**config.mk**
```make
export PLATFORM = sky130hd
export DESIGN_NAME = temporal_select_top
export DESIGN_NICKNAME = d
export VERILOG_FILES = /design/src/design/temporal_pkg.sv /design/src/design/axil_pkg.sv /design/src/design/binary2unary.sv /design/src/design/equal.sv /design/src/design/mux_t_be_t_N.sv /design/src/design/race_sequencer.sv /design/src/design/axil_regs.sv /design/src/design/temporal_select_top.sv
export SDC_FILE = /design/constraint.sdc
export NUM_CORES = 1
export LEC_CHECK = 0
export ABC_AREA = 1
export BUFFER_PORTS_ARGS = -buffer_cell sky130_fd_sc_hd__buf_2
export CAP_MARGIN = 20
export CORE_MARGIN = 2
export CORE_UTILIZATION = 50
export DETAILED_ROUTE_END_ITERATION = 6
export GPL_TIMING_DRIVEN = 0
export HOLD_SLACK_MARGIN = 0.03
export PLACE_DENSITY = 0.72
export SYNTH_ARGS = -nofsm -noshare
export SYNTH_HDL_FRONTEND = slang
export SYNTH_HIERARCHICAL = 1
export SYNTH_SLANG_ARGS = --single-unit
```
**constraint.sdc**
```tcl
create_clock -name aclk -period 2.28 [get_ports aclk]
set_input_delay 0 -clock aclk [delete_from_list [all_inputs] [get_ports aclk]]
set_output_delay 0 -clock aclk [all_outputs]
set_load 0.05 [all_outputs]
```
**src/design/temporal_pkg.sv**
```systemverilog
package temporal_pkg;

    // a race-logic value is the phase at which a wire rises.
    localparam int TIME_WIDTH = 4;
    localparam int PHASE_WIDTH = 5;

    // one gamma cycle holds one phase per representable time.
    localparam int GAMMA_DEFAULT = 16;

    // clocks from an encoder phase match to the multiplexer output.
    localparam int PIPE_DEPTH = 3;

    typedef logic [TIME_WIDTH-1:0] race_time_t;

    // one bit wider than a time so the sequencer can count through the drain.
    typedef logic [PHASE_WIDTH-1:0] phase_t;

    typedef enum logic [1:0] {
        idle  = 2'd0,
        run   = 2'd1,
        drain = 2'd2
    } seq_state_t;

endpackage

```
**src/design/axil_pkg.sv**
```systemverilog
package axil_pkg;

    localparam int ADDR_WIDTH = 8;
    localparam int DATA_WIDTH = 32;

    typedef logic [ADDR_WIDTH-1:0] axil_addr_t;
    typedef logic [DATA_WIDTH-1:0] axil_data_t;
    typedef logic [1:0]            axil_resp_t;

    localparam axil_resp_t RESP_OKAY   = 2'b00;
    localparam axil_resp_t RESP_SLVERR = 2'b10;

    // ====================
    // register map
    // ====================

    // bit 0 starts a run; reads back as zero.
    localparam axil_addr_t REG_CTRL = 8'h00;

    // bit 0 is busy, bit 1 is done.
    localparam axil_addr_t REG_STATUS = 8'h04;

    // select time in bits 3 down to 0, zero is not a legal select.
    localparam axil_addr_t REG_SELECT = 8'h08;

    // input i occupies bits 4i+3 down to 4i.
    localparam axil_addr_t REG_TIMES = 8'h0C;

    // sticky hit mask of the last run in the low bits.
    localparam axil_addr_t REG_HITS = 8'h10;

endpackage

```
**src/design/binary2unary.sv**
```systemverilog
`timescale 1ns/1ps

module binary2unary (
    input  logic                     grst,
    input  logic                     aclk,
    input  logic                     gamma_start,
    input  temporal_pkg::race_time_t binary_input,
    output logic                     unary_output
);
    import temporal_pkg::*;

    phase_t phase;

    // the counter starts at zero in the clock after gamma_start and stops at
    // all ones, a value no time can reach, so a finished cycle stays quiet.
    always_ff @(posedge aclk, posedge grst) begin
        if (grst) begin
            phase        <= '1;
            unary_output <= 1'b0;
        end else if (gamma_start) begin
            phase        <= '0;
            unary_output <= 1'b0;
        end else begin
            if (phase != '1) begin
                phase <= phase + 1'b1;
            end
            // once high the edge stays high until the next gamma cycle.
            if (phase == phase_t'(binary_input)) begin
                unary_output <= 1'b1;
            end
        end
    end

endmodule

```
**src/design/equal.sv**
```systemverilog
`timescale 1ns/1ps

module equal (
    input  logic grst,
    input  logic aclk,
    input  logic a,
    input  logic b,
    output logic y
);

    logic a_q;
    logic b_q;
    logic both_rise;

    // both temporal inputs must leave zero in the very same clock.
    assign both_rise = a && !a_q && b && !b_q;

    always_ff @(posedge aclk, posedge grst) begin
        if (grst) begin
            a_q <= 1'b0;
            b_q <= 1'b0;
            y   <= 1'b0;
        end else begin
            a_q <= a;
            b_q <= b;
            if (both_rise) begin
                y <= 1'b1;
            end else if (!a && !b) begin
                y <= 1'b0;
            end
        end
    end

endmodule

```
**src/design/mux_t_be_t_N.sv**
```systemverilog
`timescale 1ns/1ps

module mux_t_be_t_N #(
    parameter int GAMMA_CYCLE_WIDTH = temporal_pkg::GAMMA_DEFAULT,
    parameter int NUM_INPUTS        = 8
) (
    input  logic                     grst,
    input  logic                     aclk,
    input  logic                     gamma_start,
    input  logic [NUM_INPUTS-1:0]    inputs,
    input  temporal_pkg::race_time_t select,
    output logic [NUM_INPUTS-1:0]    out
);
    import temporal_pkg::*;

    race_time_t            sel_early;
    logic                  unary_select;
    logic                  sel_d1;
    logic                  sel_d2;
    logic [NUM_INPUTS-1:0] inputs_q;

    // the select encoder is fed one phase early, so its edge leads the input
    // edges by one clock. zero wraps to the last phase of the gamma cycle.
    assign sel_early = (select == '0) ? race_time_t'(GAMMA_CYCLE_WIDTH - 1)
                                      : race_time_t'(select - 1'b1);

    binary2unary convertor (
        .grst         (grst),
        .aclk         (aclk),
        .gamma_start  (gamma_start),
        .binary_input (sel_early),
        .unary_output (unary_select)
    );

    // the extra select stage takes back the early start, so input time t
    // and select s meet in the equal gates exactly when t equals s.
    always_ff @(posedge aclk, posedge grst) begin
        if (grst) begin
            inputs_q <= '0;
            sel_d1   <= 1'b0;
            sel_d2   <= 1'b0;
        end else if (gamma_start) begin
            // a new gamma cycle drops the select edge at once, so every equal
            // gate sees both inputs low before the earliest input edge returns.
            inputs_q <= inputs;
            sel_d1   <= 1'b0;
            sel_d2   <= 1'b0;
        end else begin
            inputs_q <= inputs;
            sel_d1   <= unary_select;
            sel_d2   <= sel_d1;
        end
    end

    genvar i;
    generate
        for (i = 0; i < NUM_INPUTS; i++) begin : eq
            equal inst (
                .grst (grst),
                .aclk (aclk),
                .a    (sel_d2),
                .b    (inputs_q[i]),
                .y    (out[i])
            );
        end
    endgenerate

endmodule

```
**src/design/race_sequencer.sv**
```systemverilog
`timescale 1ns/1ps

module race_sequencer #(
    parameter int GAMMA_CYCLE_WIDTH = temporal_pkg::GAMMA_DEFAULT,
    parameter int NUM_INPUTS        = 8
) (
    input  logic                  grst,
    input  logic                  aclk,
    input  logic                  start,
    output logic                  gamma_start,
    input  logic [NUM_INPUTS-1:0] mux_out,
    output logic                  busy,
    output logic                  done,
    output logic [NUM_INPUTS-1:0] hits
);
    import temporal_pkg::*;

    // the start clock is phase 0 of the gamma cycle.
    localparam phase_t LAST_RUN_PHASE  = phase_t'(GAMMA_CYCLE_WIDTH - 1);
    localparam phase_t LAST_PHASE      = phase_t'(GAMMA_CYCLE_WIDTH + PIPE_DEPTH);
    localparam phase_t FIRST_HIT_PHASE = phase_t'(PIPE_DEPTH + 1);

    seq_state_t state;
    phase_t     phase;
    logic       capture;

    assign gamma_start = start && (state == idle);

    // equal gates may still hold the previous run for a few clocks, so
    // capture opens only when a fresh coincidence can first appear.
    assign capture = (state != idle) && (phase >= FIRST_HIT_PHASE);

    // ====================
    // run control
    // ====================
    always_ff @(posedge aclk, posedge grst) begin
        if (grst) begin
            state <= idle;
            phase <= '0;
            busy  <= 1'b0;
            done  <= 1'b0;
            hits  <= '0;
        end else begin
            case (state)
                idle: begin
                    if (start) begin
                        state <= run;
                        phase <= phase_t'(1);
                        busy  <= 1'b1;
                        done  <= 1'b0;
                        hits  <= '0;
                    end
                end
                run: begin
                    phase <= phase + 1'b1;
                    if (phase == LAST_RUN_PHASE) begin
                        state <= drain;
                    end
                end
                drain: begin
                    // the last time value reaches the mask in this phase.
                    if (phase == LAST_PHASE) begin
                        state <= idle;
                        busy  <= 1'b0;
                        done  <= 1'b1;
                    end else begin
                        phase <= phase + 1'b1;
                    end
                end
                default: begin
                    state <= idle;
                end
            endcase
            if (capture) begin
                hits <= hits | mux_out;
            end
        end
    end

endmodule

```
**src/design/axil_regs.sv**
```systemverilog
`timescale 1ns/1ps

module axil_regs #(
    parameter int NUM_INPUTS = 8
) (
    input  logic                     grst,
    input  logic                     aclk,
    input  axil_pkg::axil_addr_t     awaddr,
    input  logic                     awvalid,
    output logic                     awready,
    input  axil_pkg::axil_data_t     wdata,
    input  logic [3:0]               wstrb,
    input  logic                     wvalid,
    output logic                     wready,
    output axil_pkg::axil_resp_t     bresp,
    output logic                     bvalid,
    input  logic                     bready,
    input  axil_pkg::axil_addr_t     araddr,
    input  logic                     arvalid,
    output logic                     arready,
    output axil_pkg::axil_data_t     rdata,
    output axil_pkg::axil_resp_t     rresp,
    output logic                     rvalid,
    input  logic                     rready,
    output logic                     start,
    output temporal_pkg::race_time_t select,
    output axil_pkg::axil_data_t     times,
    input  logic                     busy,
    input  logic                     done,
    input  logic [NUM_INPUTS-1:0]    hits
);
    import axil_pkg::*;
    import temporal_pkg::*;

    logic       wr_fire;
    logic       wr_err;
    race_time_t sel_next;
    logic       rd_fire;
    logic       rd_err;
    axil_data_t rd_value;

    function automatic axil_data_t merge_bytes(input axil_data_t old_value,
                                               input axil_data_t new_value,
                                               input logic [3:0] strb);
        axil_data_t merged;
        merged = old_value;
        for (int n = 0; n < 4; n++) begin
            if (strb[n]) begin
                merged[8*n +: 8] = new_value[8*n +: 8];
            end
        end
        return merged;
    endfunction

    // ====================
    // write channel
    // ====================

    // address and data are taken together, and only with no response pending.
    assign wr_fire = awvalid && wvalid && !bvalid;
    assign awready = wr_fire;
    assign wready  = wr_fire;

    assign sel_next = wstrb[0] ? race_time_t'(wdata[3:0]) : select;
    assign start    = wr_fire && (awaddr == REG_CTRL) && wstrb[0] && wdata[0] && !busy;

    always_comb begin
        case (awaddr)
            REG_CTRL:   wr_err = wstrb[0] && wdata[0] && busy;
            REG_SELECT: wr_err = (sel_next == '0);
            REG_TIMES:  wr_err = 1'b0;
            // status and hits are read only.
            default:    wr_err = 1'b1;
        endcase
    end

    // ====================
    // read channel
    // ====================
    assign rd_fire = arvalid && !rvalid;
    assign arready = !rvalid;

    always_comb begin
        rd_err   = 1'b0;
        rd_value = '0;
        case (araddr)
            REG_CTRL:   rd_value = '0;
            REG_STATUS: rd_value = axil_data_t'({done, busy});
            REG_SELECT: rd_value = axil_data_t'(select);
            REG_TIMES:  rd_value = times;
            REG_HITS:   rd_value = axil_data_t'(hits);
            default:    rd_err   = 1'b1;
        endcase
    end

    always_ff @(posedge aclk, posedge grst) begin
        if (grst) begin
            bvalid <= 1'b0;
            rvalid <= 1'b0;
            select <= race_time_t'(1);
            times  <= '0;
        end else begin
            if (wr_fire) begin
                bvalid <= 1'b1;
                if (!wr_err && awaddr == REG_SELECT) begin
                    select <= sel_next;
                end
                if (!wr_err && awaddr == REG_TIMES) begin
                    times <= merge_bytes(times, wdata, wstrb);
                end
            end else if (bready) begin
                bvalid <= 1'b0;
            end
            if (rd_fire) begin
                rvalid <= 1'b1;
            end else if (rready) begin
                rvalid <= 1'b0;
            end
        end
    end

    always_ff @(posedge aclk) begin
        if (wr_fire) begin
            bresp <= wr_err ? RESP_SLVERR : RESP_OKAY;
        end
        if (rd_fire) begin
            rdata <= rd_value;
            rresp <= rd_err ? RESP_SLVERR : RESP_OKAY;
        end
    end

endmodule

```
**src/design/temporal_select_top.sv**
```systemverilog
`timescale 1ns/1ps

module temporal_select_top #(
    parameter int GAMMA_CYCLE_WIDTH = temporal_pkg::GAMMA_DEFAULT,
    parameter int NUM_INPUTS        = 8
) (
    input  logic                 aclk,
    input  logic                 grst,
    input  axil_pkg::axil_addr_t awaddr,
    input  logic                 awvalid,
    output logic                 awready,
    input  axil_pkg::axil_data_t wdata,
    input  logic [3:0]           wstrb,
    input  logic                 wvalid,
    output logic                 wready,
    output axil_pkg::axil_resp_t bresp,
    output logic                 bvalid,
    input  logic                 bready,
    input  axil_pkg::axil_addr_t araddr,
    input  logic                 arvalid,
    output logic                 arready,
    output axil_pkg::axil_data_t rdata,
    output axil_pkg::axil_resp_t rresp,
    output logic                 rvalid,
    input  logic                 rready
);
    import temporal_pkg::*;
    import axil_pkg::*;

    logic                  start;
    logic                  gamma_start;
    race_time_t            select;
    axil_data_t            times;
    logic                  busy;
    logic                  done;
    logic [NUM_INPUTS-1:0] hits;
    logic [NUM_INPUTS-1:0] edges;
    logic [NUM_INPUTS-1:0] mux_out;

    axil_regs #(
        .NUM_INPUTS (NUM_INPUTS)
    ) u_regs (
        .grst    (grst),
        .aclk    (aclk),
        .awaddr  (awaddr),
        .awvalid (awvalid),
        .awready (awready),
        .wdata   (wdata),
        .wstrb   (wstrb),
        .wvalid  (wvalid),
        .wready  (wready),
        .bresp   (bresp),
        .bvalid  (bvalid),
        .bready  (bready),
        .araddr  (araddr),
        .arvalid (arvalid),
        .arready (arready),
        .rdata   (rdata),
        .rresp   (rresp),
        .rvalid  (rvalid),
        .rready  (rready),
        .start   (start),
        .select  (select),
        .times   (times),
        .busy    (busy),
        .done    (done),
        .hits    (hits)
    );

    race_sequencer #(
        .GAMMA_CYCLE_WIDTH (GAMMA_CYCLE_WIDTH),
        .NUM_INPUTS        (NUM_INPUTS)
    ) u_seq (
        .grst        (grst),
        .aclk        (aclk),
        .start       (start),
        .gamma_start (gamma_start),
        .mux_out     (mux_out),
        .busy        (busy),
        .done        (done),
        .hits        (hits)
    );

    // each input time becomes one rising edge within the gamma cycle.
    genvar i;
    generate
        for (i = 0; i < NUM_INPUTS; i++) begin : enc
            binary2unary u_enc (
                .grst         (grst),
                .aclk         (aclk),
                .gamma_start  (gamma_start),
                .binary_input (times[i*TIME_WIDTH +: TIME_WIDTH]),
                .unary_output (edges[i])
            );
        end
    endgenerate

    mux_t_be_t_N #(
        .GAMMA_CYCLE_WIDTH (GAMMA_CYCLE_WIDTH),
        .NUM_INPUTS        (NUM_INPUTS)
    ) u_mux (
        .grst        (grst),
        .aclk        (aclk),
        .gamma_start (gamma_start),
        .inputs      (edges),
        .select      (select),
        .out         (mux_out)
    );

endmodule

```
==> results.txt, run 1 <==
Syn. warnings: 6
Final hold vios: 0
# Max-Cap Violations: 0
Final Max Slew Viols: 0
Required @ worst endpoint: 2.64 ns
Synth Area in Simple Gates: 0.230
Kind of critical path: reg2reg
Max VDD drop: 0.000573 V
CTS sink count: 177
Fin nets: 1279
Die width: 135 um
Non-Filler Instances: 1432
Gate Count Post-Synth: 1013
Leak Pwr: 5.18 nW
Grt total ovfl: 0
Hold Path Class: in2reg
Clock Root Buffer: clkbuf_16
Synth Area in Compound Gates: 0.0814
Iter 0 DRT Violations: 347
Count of different cell masters after synthesis: 32
Final setup viols: 0
Post-Syn Area per Cell: 8.52 sq um
Number of synthesized flops with an enable pin: 34
Buffer count from post-CTS setup fixing: 0
Register area share after synthesis: 0.539
CTS tree: built
H-tree depth: 4
Seq cells post-synth: 177
Final HPWL DP: 12600 um
Mux cell area share after synthesis: 0
Global-route wire length before repair: 30700 um
Ys async rst share: 0.808
Design Power: 0.00994 W
Area grow syn2layout: 23.6%
Drc violations: 0
Clk slew on worst S/H paths: 0.06 ns
Cell total after placement: 1337
Worst slew margin: 0.414
Main combinational cell family by area after synthesis: simple AND/OR/NAND/NOR gates
CP max FO: 10
Synth top area share: 0.281
Share of layout cells above drive strength 1: 0.218
Via density per instance: 4.85
Adder-cell share of the synthesized area: 0.0377
Initial Utilization: 0.504
Final Wtd Congestion: 0.887
CTS Buffer Depth: 2
R2R Setup Slk: 0.11 ns
Fill cells: 1436
Synth area leaders: dfrtp_1 (28%), dfstp_2 (14%), edfxtp_1 (12%)
Vias in the first global route: 6784
Largest net degree at the start of global routing: 34
Final WL: 18200 um
Unrepaired setup endpoints after global routing: true
Mapped Area: 8630 sq um
GRT Total Usage: 0.211
Worst EP arrival: 2.53 ns
ANT nets after route: 0
Fmax: 461 MHz
Final WS setup: 0.111 ns
Die ar.: 18300 sq um
Wire per inst: 12.7 um
Rows: 48
Initial antenna violation count: 0
Clock Skew: 0.00794 ns
Startpoint Class: flop
Chip Height: 135 um
Via count: 6942
Synth Area in XOR/XNOR: 0.0101
Outcome: finished, final reports clean
Buffers on Ports: 97
Num ports: 100
Area leader, netlist: dfrtp_1
Most used DFF post-synth: dfrtp_1
Pwr Density: 931 nW/um^2
Slew at the pin closest to its max-slew limit: 0.871 ns
Fin crit share: 0.951
Area of the core: 17100 sq um
CP endpoint kind: flop
N_diodes: 0
Post-route minimum period: 2.17 ns
Drt pass-1 iters: 5
Dpl ws: -0.416 ns
Inserted Clock Buffers: 17
Worst skew pair latency: 0.43 ns
==> registers in the layout, indices dropped and copies added, names as in the netlist, 4 cells and up <==
signal	count
enc.u_enc/phase	40
enc.u_enc/unary_output	8
u_mux/convertor/phase	5
u_mux/eq.inst/a_q	8
u_mux/eq.inst/b_q	8
u_mux/eq.inst/y	8
u_mux/inputs_q	8
u_regs/rdata	32
u_regs/select	4
u_regs/times	32
u_seq/hits	8
u_seq/phase	5
==> layout by cell type (no fill, tap or decap), types with 2 or more instances in the layout <==
master / n
nor3_1: 24
dfstp_2: 46
nand3_1: 59
nor3_2: 10
clkbuf_1: 4
a21oi_1: 38
nor4_1: 3
dlygate4sd3_1: 61
buf_6: 3
o21ai_2: 24
nand3_2: 3
edfxtp_1: 34
buf_2: 98
conb_1: 2
nor2_1: 108
nor2_2: 13
buf_4: 3
clkbuf_16: 19
inv_2: 22
bufinv_16: 2
nand2_2: 2
inv_1: 192
nand2_1: 223
clkinv_4: 4
nand4_1: 7
o21ai_1: 8
clkinv_2: 2
ha_1: 26
or2_2: 2
dfrtp_1: 97
xor2_1: 10
clkinvlp_4: 5
o21ai_0: 46
==> critical path, cell delays in order (launching register included) <==
cell           delay, ns
dfrtp_1             0.38
inv_1               0.07
nand3_1             0.22
inv_2               0.26
nand3_2             0.22
buf_6               0.27
o21ai_2             0.11
dlygate4sd3_1       0.57
==> repair_timing <==
item | CTS | global route
cloned | 1 | 0
hold buffers | 61 | 0
endpoints found under the hold margin | 155 | 0
setup endpoints to repair | 57 | 69
resized for setup | 1 | 4
==> worst paths after layout <==
kind,start,end,cells after the start
setup / recovery,u_regs/bvalid$_DFFE_PP0P_,u_regs/times[21]$_DFFE_PP0P_,7
hold / removal,araddr[7],u_regs/rdata[0]$_DFFE_PP_,4
setup reg to reg,u_regs/bvalid$_DFFE_PP0P_,u_regs/times[21]$_DFFE_PP0P_,7
hold reg to reg,enc[7].u_enc/unary_output$_DFFE_PP0P_,u_mux/inputs_q[7]$_DFF_PP0_,0
max in group asynchronous,grst,u_seq/hits[3]$_DFFE_PP0P_,3
min in group asynchronous,grst,u_mux/eq[0].inst/b_q$_DFF_PP0_,3
==> synth_stat cells (7+ instances only) <==
library cell and count:
inv_2 19, edfxtp_1 34, xor2_1 10, nand2_1 223, a21oi_1 38, nor3_1 25
o21ai_2 24, o21ai_0 46, nor2_2 12, nand4_1 7, dfstp_2 46, nor2_1 109
inv_1 196, nor3_2 9, ha_1 26, o21ai_1 8, nand3_1 59, dfrtp_1 97
==> metal layers <==
layer  up-vias  routed length [um]  global-route usage
li1       3520                   -                   -
met5         -                   0                   0
met1      3241                8170               0.271
met2       160                8990               0.364
met3        21                 776              0.0370
met4         0                 300              0.0718
==> final cells by class <==
cell class,instances,area (sq um),area share
plain buffers,9,68.8,0.00645
clock buffers,21,483,0.0453
clock inverters,11,128,0.0120
inverters,215,811,0.0760
multi-input cells,613,3110,0.292
flip-flops and latches,177,4660,0.436
well taps,225,282,0.0264
repair buffers,160,1120,0.105
repair inverters,1,7.51,0.000704
==> per-stage QoR <==
| step | hold WS, ns | TNS [ns] | utilization | cell area, sq um |
|---|---|---|---|---|
| 3_5_place_dp | 0.123 | -14.92 | 0.551 | 9430 |
| 5_1_grt | 0.0527 | -0.0875 | 0.623 | 10700 |
| 2_1_floorplan | -0.246 | 0 | - | 8640 |
| 6_report | 0.0572 | 0 | 0.623 | 10700 |
| 4_1_cts | 0.0323 | 0 | 0.623 | 10700 |
| 3_3_place_gp | 0.120 | -15.55 | 0.549 | 9410 |
==> power by group <==
part	leakage (nW)	internal, W	switching [W]
sequential	1.96	0.00404	0.000462
clock	0.290	0.00175	0.00121
combinational	2.93	0.000989	0.00148
==> cells by family (layout without fill, tap and decap cells) <==
kind of cell               after synthesis  count (layout)
AOI/OAI and AO/OA                      119             119
other                                    1               2
DFF                                    177             177
and+or+nand+nor                        456             456
buffers and inverters                  224             417
xor gates and xnor gates                10              10
adders and majority gates               26              26
No activity file was read; power rests on OpenSTA's default activity.
==> inputs of run 2 (changes only) <==
--- a/config.mk
+++ b/config.mk
@@ -8,12 +8,13 @@
 export ABC_AREA = 1
 export BUFFER_PORTS_ARGS = -buffer_cell sky130_fd_sc_hd__buf_2
 export CAP_MARGIN = 20
+export CORE_ASPECT_RATIO = 0.6
 export CORE_MARGIN = 2
 export CORE_UTILIZATION = 50
 export DETAILED_ROUTE_END_ITERATION = 6
 export GPL_TIMING_DRIVEN = 0
 export HOLD_SLACK_MARGIN = 0.03
-export PLACE_DENSITY = 0.72
+export PLACE_DENSITY_LB_ADDON = 0.3
 export SYNTH_ARGS = -nofsm -noshare
 export SYNTH_HDL_FRONTEND = slang
 export SYNTH_HIERARCHICAL = 1
==> run 2 against run 1 <==
Net effect: final cell count is 0.21% lower; critical path depth is 2 lower; largest power group unchanged; routed wire length is 10% higher; critical endpoint is now wready; non-clock buffer count is 12 lower; clock skew is 0.0054 ns higher; maximum frequency is 3.9% higher; highest routed layer unchanged; hold slack better by 0.0062 ns; sequential share of layout area is 0.42 points higher.
==> results.txt, run 2 (synthesis results as in run 1) <==
Max VDD drop: 0.000536 V (-6.3%)
Worst EP arrival: 2.09 ns (-0.44 ns)
Critical Path Max Stage Delay: 0.49 ns (-0.08 ns)
Via density per instance: 4.96 (+2.4%)
Fmax: 479 MHz (+3.9%)
Wire per inst: 14.1 um (+11%)
Initial Utilization: 0.507 (+0.00237)
Commonest non-fill, non-tap cell in the layout: nand2_1
Global-route wire length before repair: 33000 um (+7.4%)
Final setup viols: 0 (unchanged)
Reg with most FFs: enc.u_enc/phase
Die ar.: 18400 sq um (+0.19%)
Clock Root Buffer: clkbuf_16
Slew at the pin closest to its max-slew limit: 0.892 ns (+0.0201 ns)
Via count: 7092 (+2.2%)
Fin crit share: 0.916 (-0.0359)
ANT nets after route: 0 (unchanged)
Post-route minimum period: 2.09 ns (-0.0819 ns)
Hold WS: 0.0633 ns (+0.00616 ns)
Clock Skew: 0.0133 ns (+0.00538 ns)
Final Wtd Congestion: 0.875 (-1.3%)
Max reg flops: 40 (unchanged)
Fin nets: 1267 (-0.94%)
Num ports: 100 (unchanged)
# Max-Cap Violations: 0 (unchanged)
Outcome: finished, final reports clean
Buffers on Ports: 97 (unchanged)
Startpoint Class: flop
CP endpoint kind: output pin
Final WS setup: 0.193 ns (+0.0819 ns)
Area of the core: 17000 sq um (-0.47%)
Final HPWL DP: 14100 um (+11%)
Clk slew on worst S/H paths: 0.07 ns (about the same)
Area grow syn2layout: 22.4%
Required @ worst endpoint: 2.28 ns (-0.36 ns)
Leak Pwr: 5.10 nW (-1.6%)
Largest regs: enc.u_enc/phase x40, u_regs/rdata x32, u_regs/times x32
Initial antenna violation count: 0 (unchanged)
GRT Total Usage: 0.228 (+0.0162)
Crit-path slowest cell: inv_1
Hold Path Class: in2reg
Final WL: 20100 um (+10%)
Most frequent cells in the layout: nand2_1 (223), inv_1 (193), nor2_1 (109)
Drt pass-1 iters: 5 (unchanged)
Die width: 174 um (+28%)
Final Max Slew Viols: 0 (unchanged)
Chip Height: 106 um (-22%)
Worst slew margin: 0.400 (-0.0135)
Dpl ws: -0.720 ns (-0.304 ns)
Largest net degree at the start of global routing: 34 (unchanged)
Pwr Density: 954 nW/um^2 (+2.5%)
Share of layout cells above drive strength 1: 0.220 (+0.00219)
CTS Buffer Depth: 2 (unchanged)
Grt total ovfl: 0 (unchanged)
Vias in the first global route: 6653 (-1.9%)
Unrepaired setup endpoints after global routing: false
CP max FO: 6 (-4)
CP most frequent cell: inv_1
Final hold vios: 0 (unchanged)
Iter 0 DRT Violations: 578 (+67%)
Worst skew pair latency: 0.43 ns (about the same)
Rows: 37 (-23%)
Kind of critical path: reg2out
Critical-path cell list: inv_1 > nand3_1 > inv_1 > buf_4 > buf_2
H-tree depth: 4 (unchanged)
Inserted Clock Buffers: 17 (unchanged)
N_diodes: 0 (unchanged)
CTS sink count: 177 (unchanged)
CTS tree: built
Drc violations: 0 (unchanged)
-- run 2: changes by cell type in the layout (fill, tap and decap cells not counted), sizes merged --
cell,before,now
bufinv,2,3
inv,214,216
dlygate4sd3,61,47
clkinv,6,5
clkinvlp,5,4
buf,105,107
clkbuf,24,23
-- run 2: path summary, 6_finish.rpt --
check,slack (ns),to,cells past startpoint,startpoint
setup / recovery,0.19,wready,5,u_regs/bvalid$_DFFE_PP0P_
hold / removal,0.06,u_regs/select[0]$_DFFE_PP1P_,6,awaddr[4]
setup reg to reg,0.26,u_regs/select[2]$_DFFE_PP0P_,9,u_regs/select[0]$_DFFE_PP1P_
hold reg to reg,0.37,u_mux/inputs_q[0]$_DFF_PP0_,0,enc[0].u_enc/unary_output$_DFFE_PP0P_
max in group asynchronous,1.28,u_seq/hits[4]$_DFFE_PP0P_,3,grst
min in group asynchronous,0.23,u_mux/eq[2].inst/b_q$_DFF_PP0_,3,grst
-- run 2: repair_timing --
item / in CTS / in global routing
gates cloned: 1 / 0
buffers inserted: 0 / 2
setup endpoints to repair: 57 / 52
hold endpoints to repair: 156 / 1
gates resized for setup: 2 / 4
hold buffers: 45 / 2
-- run 2: worst max-delay path, delay by kind of cell, from the launching register on --
| kind | cells | cell delay (ns) |
|---|---|---|
| buf+inv | 4 | 1.00 |
| flops | 1 | 0.38 |
| simple gates | 1 | 0.29 |
-- run 2: per-stage QoR --
step / total power [W] / util / cell area [sq um] / TNS, ns / std cells
after global placement: 0.00688 / 0.553 / 9420 / -30.70 / 1345
final: 0.0101 / 0.620 / 10600 / 0 / 1429
after global routing: 0.0107 / 0.620 / 10600 / 0 / 1429
after floorplan: 0.00638 / - / 8640 / 0 / 1014
after detailed placement: 0.00702 / 0.554 / 9440 / -32.28 / 1346
after CTS: 0.0101 / 0.616 / 10500 / 0 / 1424
-- run 2: power breakdown --
group,switching (W),leakage [nW],total (W),internal [W]
combinational,0.00155,2.85,0.00254,0.000998
sequential,0.000501,1.96,0.00455,0.00405
clock,0.00126,0.285,0.00299,0.00173
-- run 2: final cells by class --
cell class / count / area [sq um]
multi-input combinational: 613 / 3130
clock buffer: 20 / 437
sequential: 177 / 4660
tap: 234 / 293
clock inverter: 12 / 159
timing repair buffer: 148 / 1010
timing repair inverter: 1 / 7.51
buffer: 9 / 68.8
inverter: 215 / 811
fill: 1433 / 6470
-- run 2: routing by layer --
metal,GRT usage,part of all wire
met1,0.339,0.50
met3,0.0534,0.062
met5,0,0
met4,0.0684,0.014
met2,0.331,0.43
==> inputs of run 3 (changes only) <==
--- a/config.mk
+++ b/config.mk
@@ -6,12 +6,12 @@
 export NUM_CORES = 1
 export LEC_CHECK = 0
 export ABC_AREA = 1
-export BUFFER_PORTS_ARGS = -buffer_cell sky130_fd_sc_hd__buf_2
 export CAP_MARGIN = 20
 export CORE_ASPECT_RATIO = 0.6
 export CORE_MARGIN = 2
 export CORE_UTILIZATION = 50
 export DETAILED_ROUTE_END_ITERATION = 6
+export DONT_BUFFER_PORTS = 1
 export GPL_TIMING_DRIVEN = 0
 export HOLD_SLACK_MARGIN = 0.03
 export PLACE_DENSITY_LB_ADDON = 0.3
==> run 3 against run 2 <==
Net effect: register-to-register slack lost 0.20 ns; clock skew shrank 0.0078 ns; final area shrank 2.7%; die area is the same; sequential share of layout area grew 1.2 points; critical path depth grew 1; critical endpoint is now u_regs/select[3]$_DFFE_PP0P_; hold slack gained 0.0033 ns; via count shrank 4.5%; count of clock-buffer cells in the layout grew 7; combinational power shrank 9.4%; final cell count shrank 5.8%.
==> results.txt, run 3 (synthesis results as in run 1) <==
M1 GR Usage: 0.338 (-0.000711)
Fin nets: 1183 (-6.6%)
Iter 0 DRT Violations: 618 (+6.9%)
Worst skew pair latency: 0.43 ns (about the same)
Pwr Density: 990 nW/um^2 (+3.7%)
Slew at the pin closest to its max-slew limit: 1.04 ns (+0.147 ns)
Initial Utilization: 0.507 (unchanged)
GRT Total Usage: 0.226 (-0.00144)
Final setup viols: 0 (unchanged)
Inserted Clock Buffers: 17 (unchanged)
Final Wtd Congestion: 0.869 (-0.70%)
Grt total ovfl: 0 (unchanged)
Clock Skew: 0.00553 ns (-0.00779 ns)
Fin crit share: 0.973 (+0.0575)
Grt met2 use: 0.328 (-0.00286)
Most frequent cells in the layout: nand2_1 (223), inv_1 (192), nor2_1 (109)
Fill cells: 1533 (+7.0%)
Gr busiest metal: met1
Final core utilization: 0.603 (-0.0169)
Worst r2r src: u_regs/bvalid$_DFFE_PP0P_
Vias in the first global route: 6335 (-4.8%)
Area grow syn2layout: 19.1%
NetSw: 0.00322 W (-2.7%)
CP max FO: 5 (-1)
Share of power burned in registers: 0.460 (+0.009)
Hold path startpoint: araddr[6]
Largest regs: enc.u_enc/phase x40, u_regs/rdata x32, u_regs/times x32
Fmax: 451 MHz (-5.9%)
Clock Root Buffer: clkbuf_16
Outcome: finished, final reports clean
CTS Buffer Depth: 2 (unchanged)
Commonest non-fill, non-tap cell in the layout: nand2_1
Worst slew margin: 0.302 (-0.0986)
Non-Filler Instances: 1346 (-5.8%)
CTS tree: built
Share of layout cells above drive strength 1: 0.152 (-0.0680)
Final WL: 20100 um (-0.13%)
Reg with most FFs: enc.u_enc/phase
Die width: 174 um (unchanged)
Via count: 6774 (-4.5%)
Met3 GRT Util: 0.0602 (+0.00685)
Required @ worst endpoint: 2.65 ns (+0.37 ns)
Max reg flops: 40 (unchanged)
Cell total after placement: 1249 (-7.2%)
Hold Path Class: in2reg
ANT nets after route: 0 (unchanged)
Final Max Slew Viols: 0 (unchanged)
Via density per instance: 5.03 (+1.4%)
Wire per inst: 14.9 um (+6.0%)
Startpoint Class: flop
Drt pass-1 iters: 5 (unchanged)
Initial antenna violation count: 1 (+1)
Leak Pwr: 4.78 nW (-6.3%)
Num ports: 100 (unchanged)
Clk slew on worst S/H paths: 0.06 ns (about the same)
H-tree depth: 4 (unchanged)
Global-route wire length before repair: 32400 um (-1.7%)
Clock share of power: 0.314 (+0.017)
Rows: 37 (unchanged)
Post-route minimum period: 2.22 ns (+0.131 ns)
Internal power: 0.00696 W (+2.6%)
Die ar.: 18400 sq um (unchanged)
Gate power share: 0.226 (-0.026)
# Max-Cap Violations: 0 (unchanged)
Worst EP arrival: 2.59 ns (+0.50 ns)
Drc violations: 0 (unchanged)
Sw Share: 0.316 (-0.0116)
CTS sink count: 177 (unchanged)
Final hold vios: 0 (unchanged)
Crit path from: u_regs/bvalid$_DFFE_PP0P_
Max VDD drop: 0.000474 V (-12%)
Area of the core: 17000 sq um (unchanged)
Buffers on Ports: 0 (-100%)
Kind of critical path: reg2reg
Largest net degree at the start of global routing: 34 (unchanged)
Chip Height: 106 um (unchanged)
Final HPWL DP: 13900 um (-1.1%)
CP endpoint kind: flop
[run 3: cell count changes in the layout (fill, tap and decap cells not counted), moves of 3 or more]
cell / previous run / this run
dlygate4sd3_1: 47 / 59
inv_4: 0 / 3
clkinv_4: 3 / 0
clkbuf_16: 17 / 21
buf_2: 98 / 1
clkbuf_8: 0 / 3
[run 3: metrics by stage]
stage               TNS, ns  worst slack (ns)  area (sq um)  power [W]  hold WS, ns
floorplan                 0            0.0406          8640    0.00638       -0.246
global placement     -68.82             -1.10          8930    0.00679       -0.232
detailed placement   -56.34             -1.10          8950    0.00689       -0.228
CTS                  -0.274           -0.0386         10300     0.0102       0.0397
global route        -0.0400           -0.0219         10300     0.0108       0.0634
finish                    0            0.0614         10300     0.0102       0.0667
[run 3: repair_timing]
item,4_1_cts,5_1_grt
endpoints found under the setup margin,82,74
hold endpoints to repair,190,0
setup buffers,3,1
pin swaps,0,1
hold buffers,59,0
resized for setup,5,4
gates cloned,1,0
[run 3: metal layers]
layer	part of all wire	routed length [um]	vias up
met3	0.059	1180	15
met4	0.0078	156	0
met5	0	0	-
met1	0.50	10100	3223
li1	-	-	3330
met2	0.43	8620	206
[run 3: final cells by class]
| cell class | count | area (sq um) | share of cell area |
|---|---|---|---|
| clock inverter | 5 | 80.1 | 0.00779 |
| clock buffer | 27 | 578 | 0.0562 |
| sequential | 177 | 4660 | 0.453 |
| timing repair inverter | 1 | 7.51 | 0.000730 |
| antenna | 1 | 2.50 | 0.000243 |
| buffer | 9 | 68.8 | 0.00669 |
| tap | 234 | 293 | 0.0285 |
| multi-input combinational | 613 | 3120 | 0.304 |
| timing repair buffer | 64 | 653 | 0.0635 |
| inverter | 215 | 817 | 0.0795 |
[run 3: worst paths after layout]
path | cells past startpoint | slack [ns] | endpoint
hold reg to reg | 0 | 0.37 | u_mux/inputs_q[2]$_DFF_PP0_
max in group asynchronous | 2 | 1.19 | u_seq/phase[3]$_DFFE_PP0P_
min in group asynchronous | 2 | 0.36 | u_mux/eq[0].inst/b_q$_DFF_PP0_
setup / recovery | 6 | 0.06 | u_regs/select[3]$_DFFE_PP0P_
hold / removal | 3 | 0.07 | u_regs/rdata[0]$_DFFE_PP_
setup reg to reg | 6 | 0.06 | u_regs/select[3]$_DFFE_PP0P_
[run 3: worst max-delay path, stage by stage (launching register included)]
cell and delay, ns:
dfrtp_2 0.52, inv_1 0.12, nand3_2 0.22, nor3_1 0.54, nand3_1 0.13, dlygate4sd3_1 0.57
nand2_1 0.06
[run 3: power groups by stage]
stage                     combinational, W  clock, W  sequential, W
final                              0.00230   0.00319        0.00468
after detailed placement           0.00217         0        0.00472
after global placement             0.00208         0        0.00470
after CTS                          0.00228   0.00324        0.00467
after global routing               0.00269   0.00338        0.00475
after floorplan                    0.00180         0        0.00459
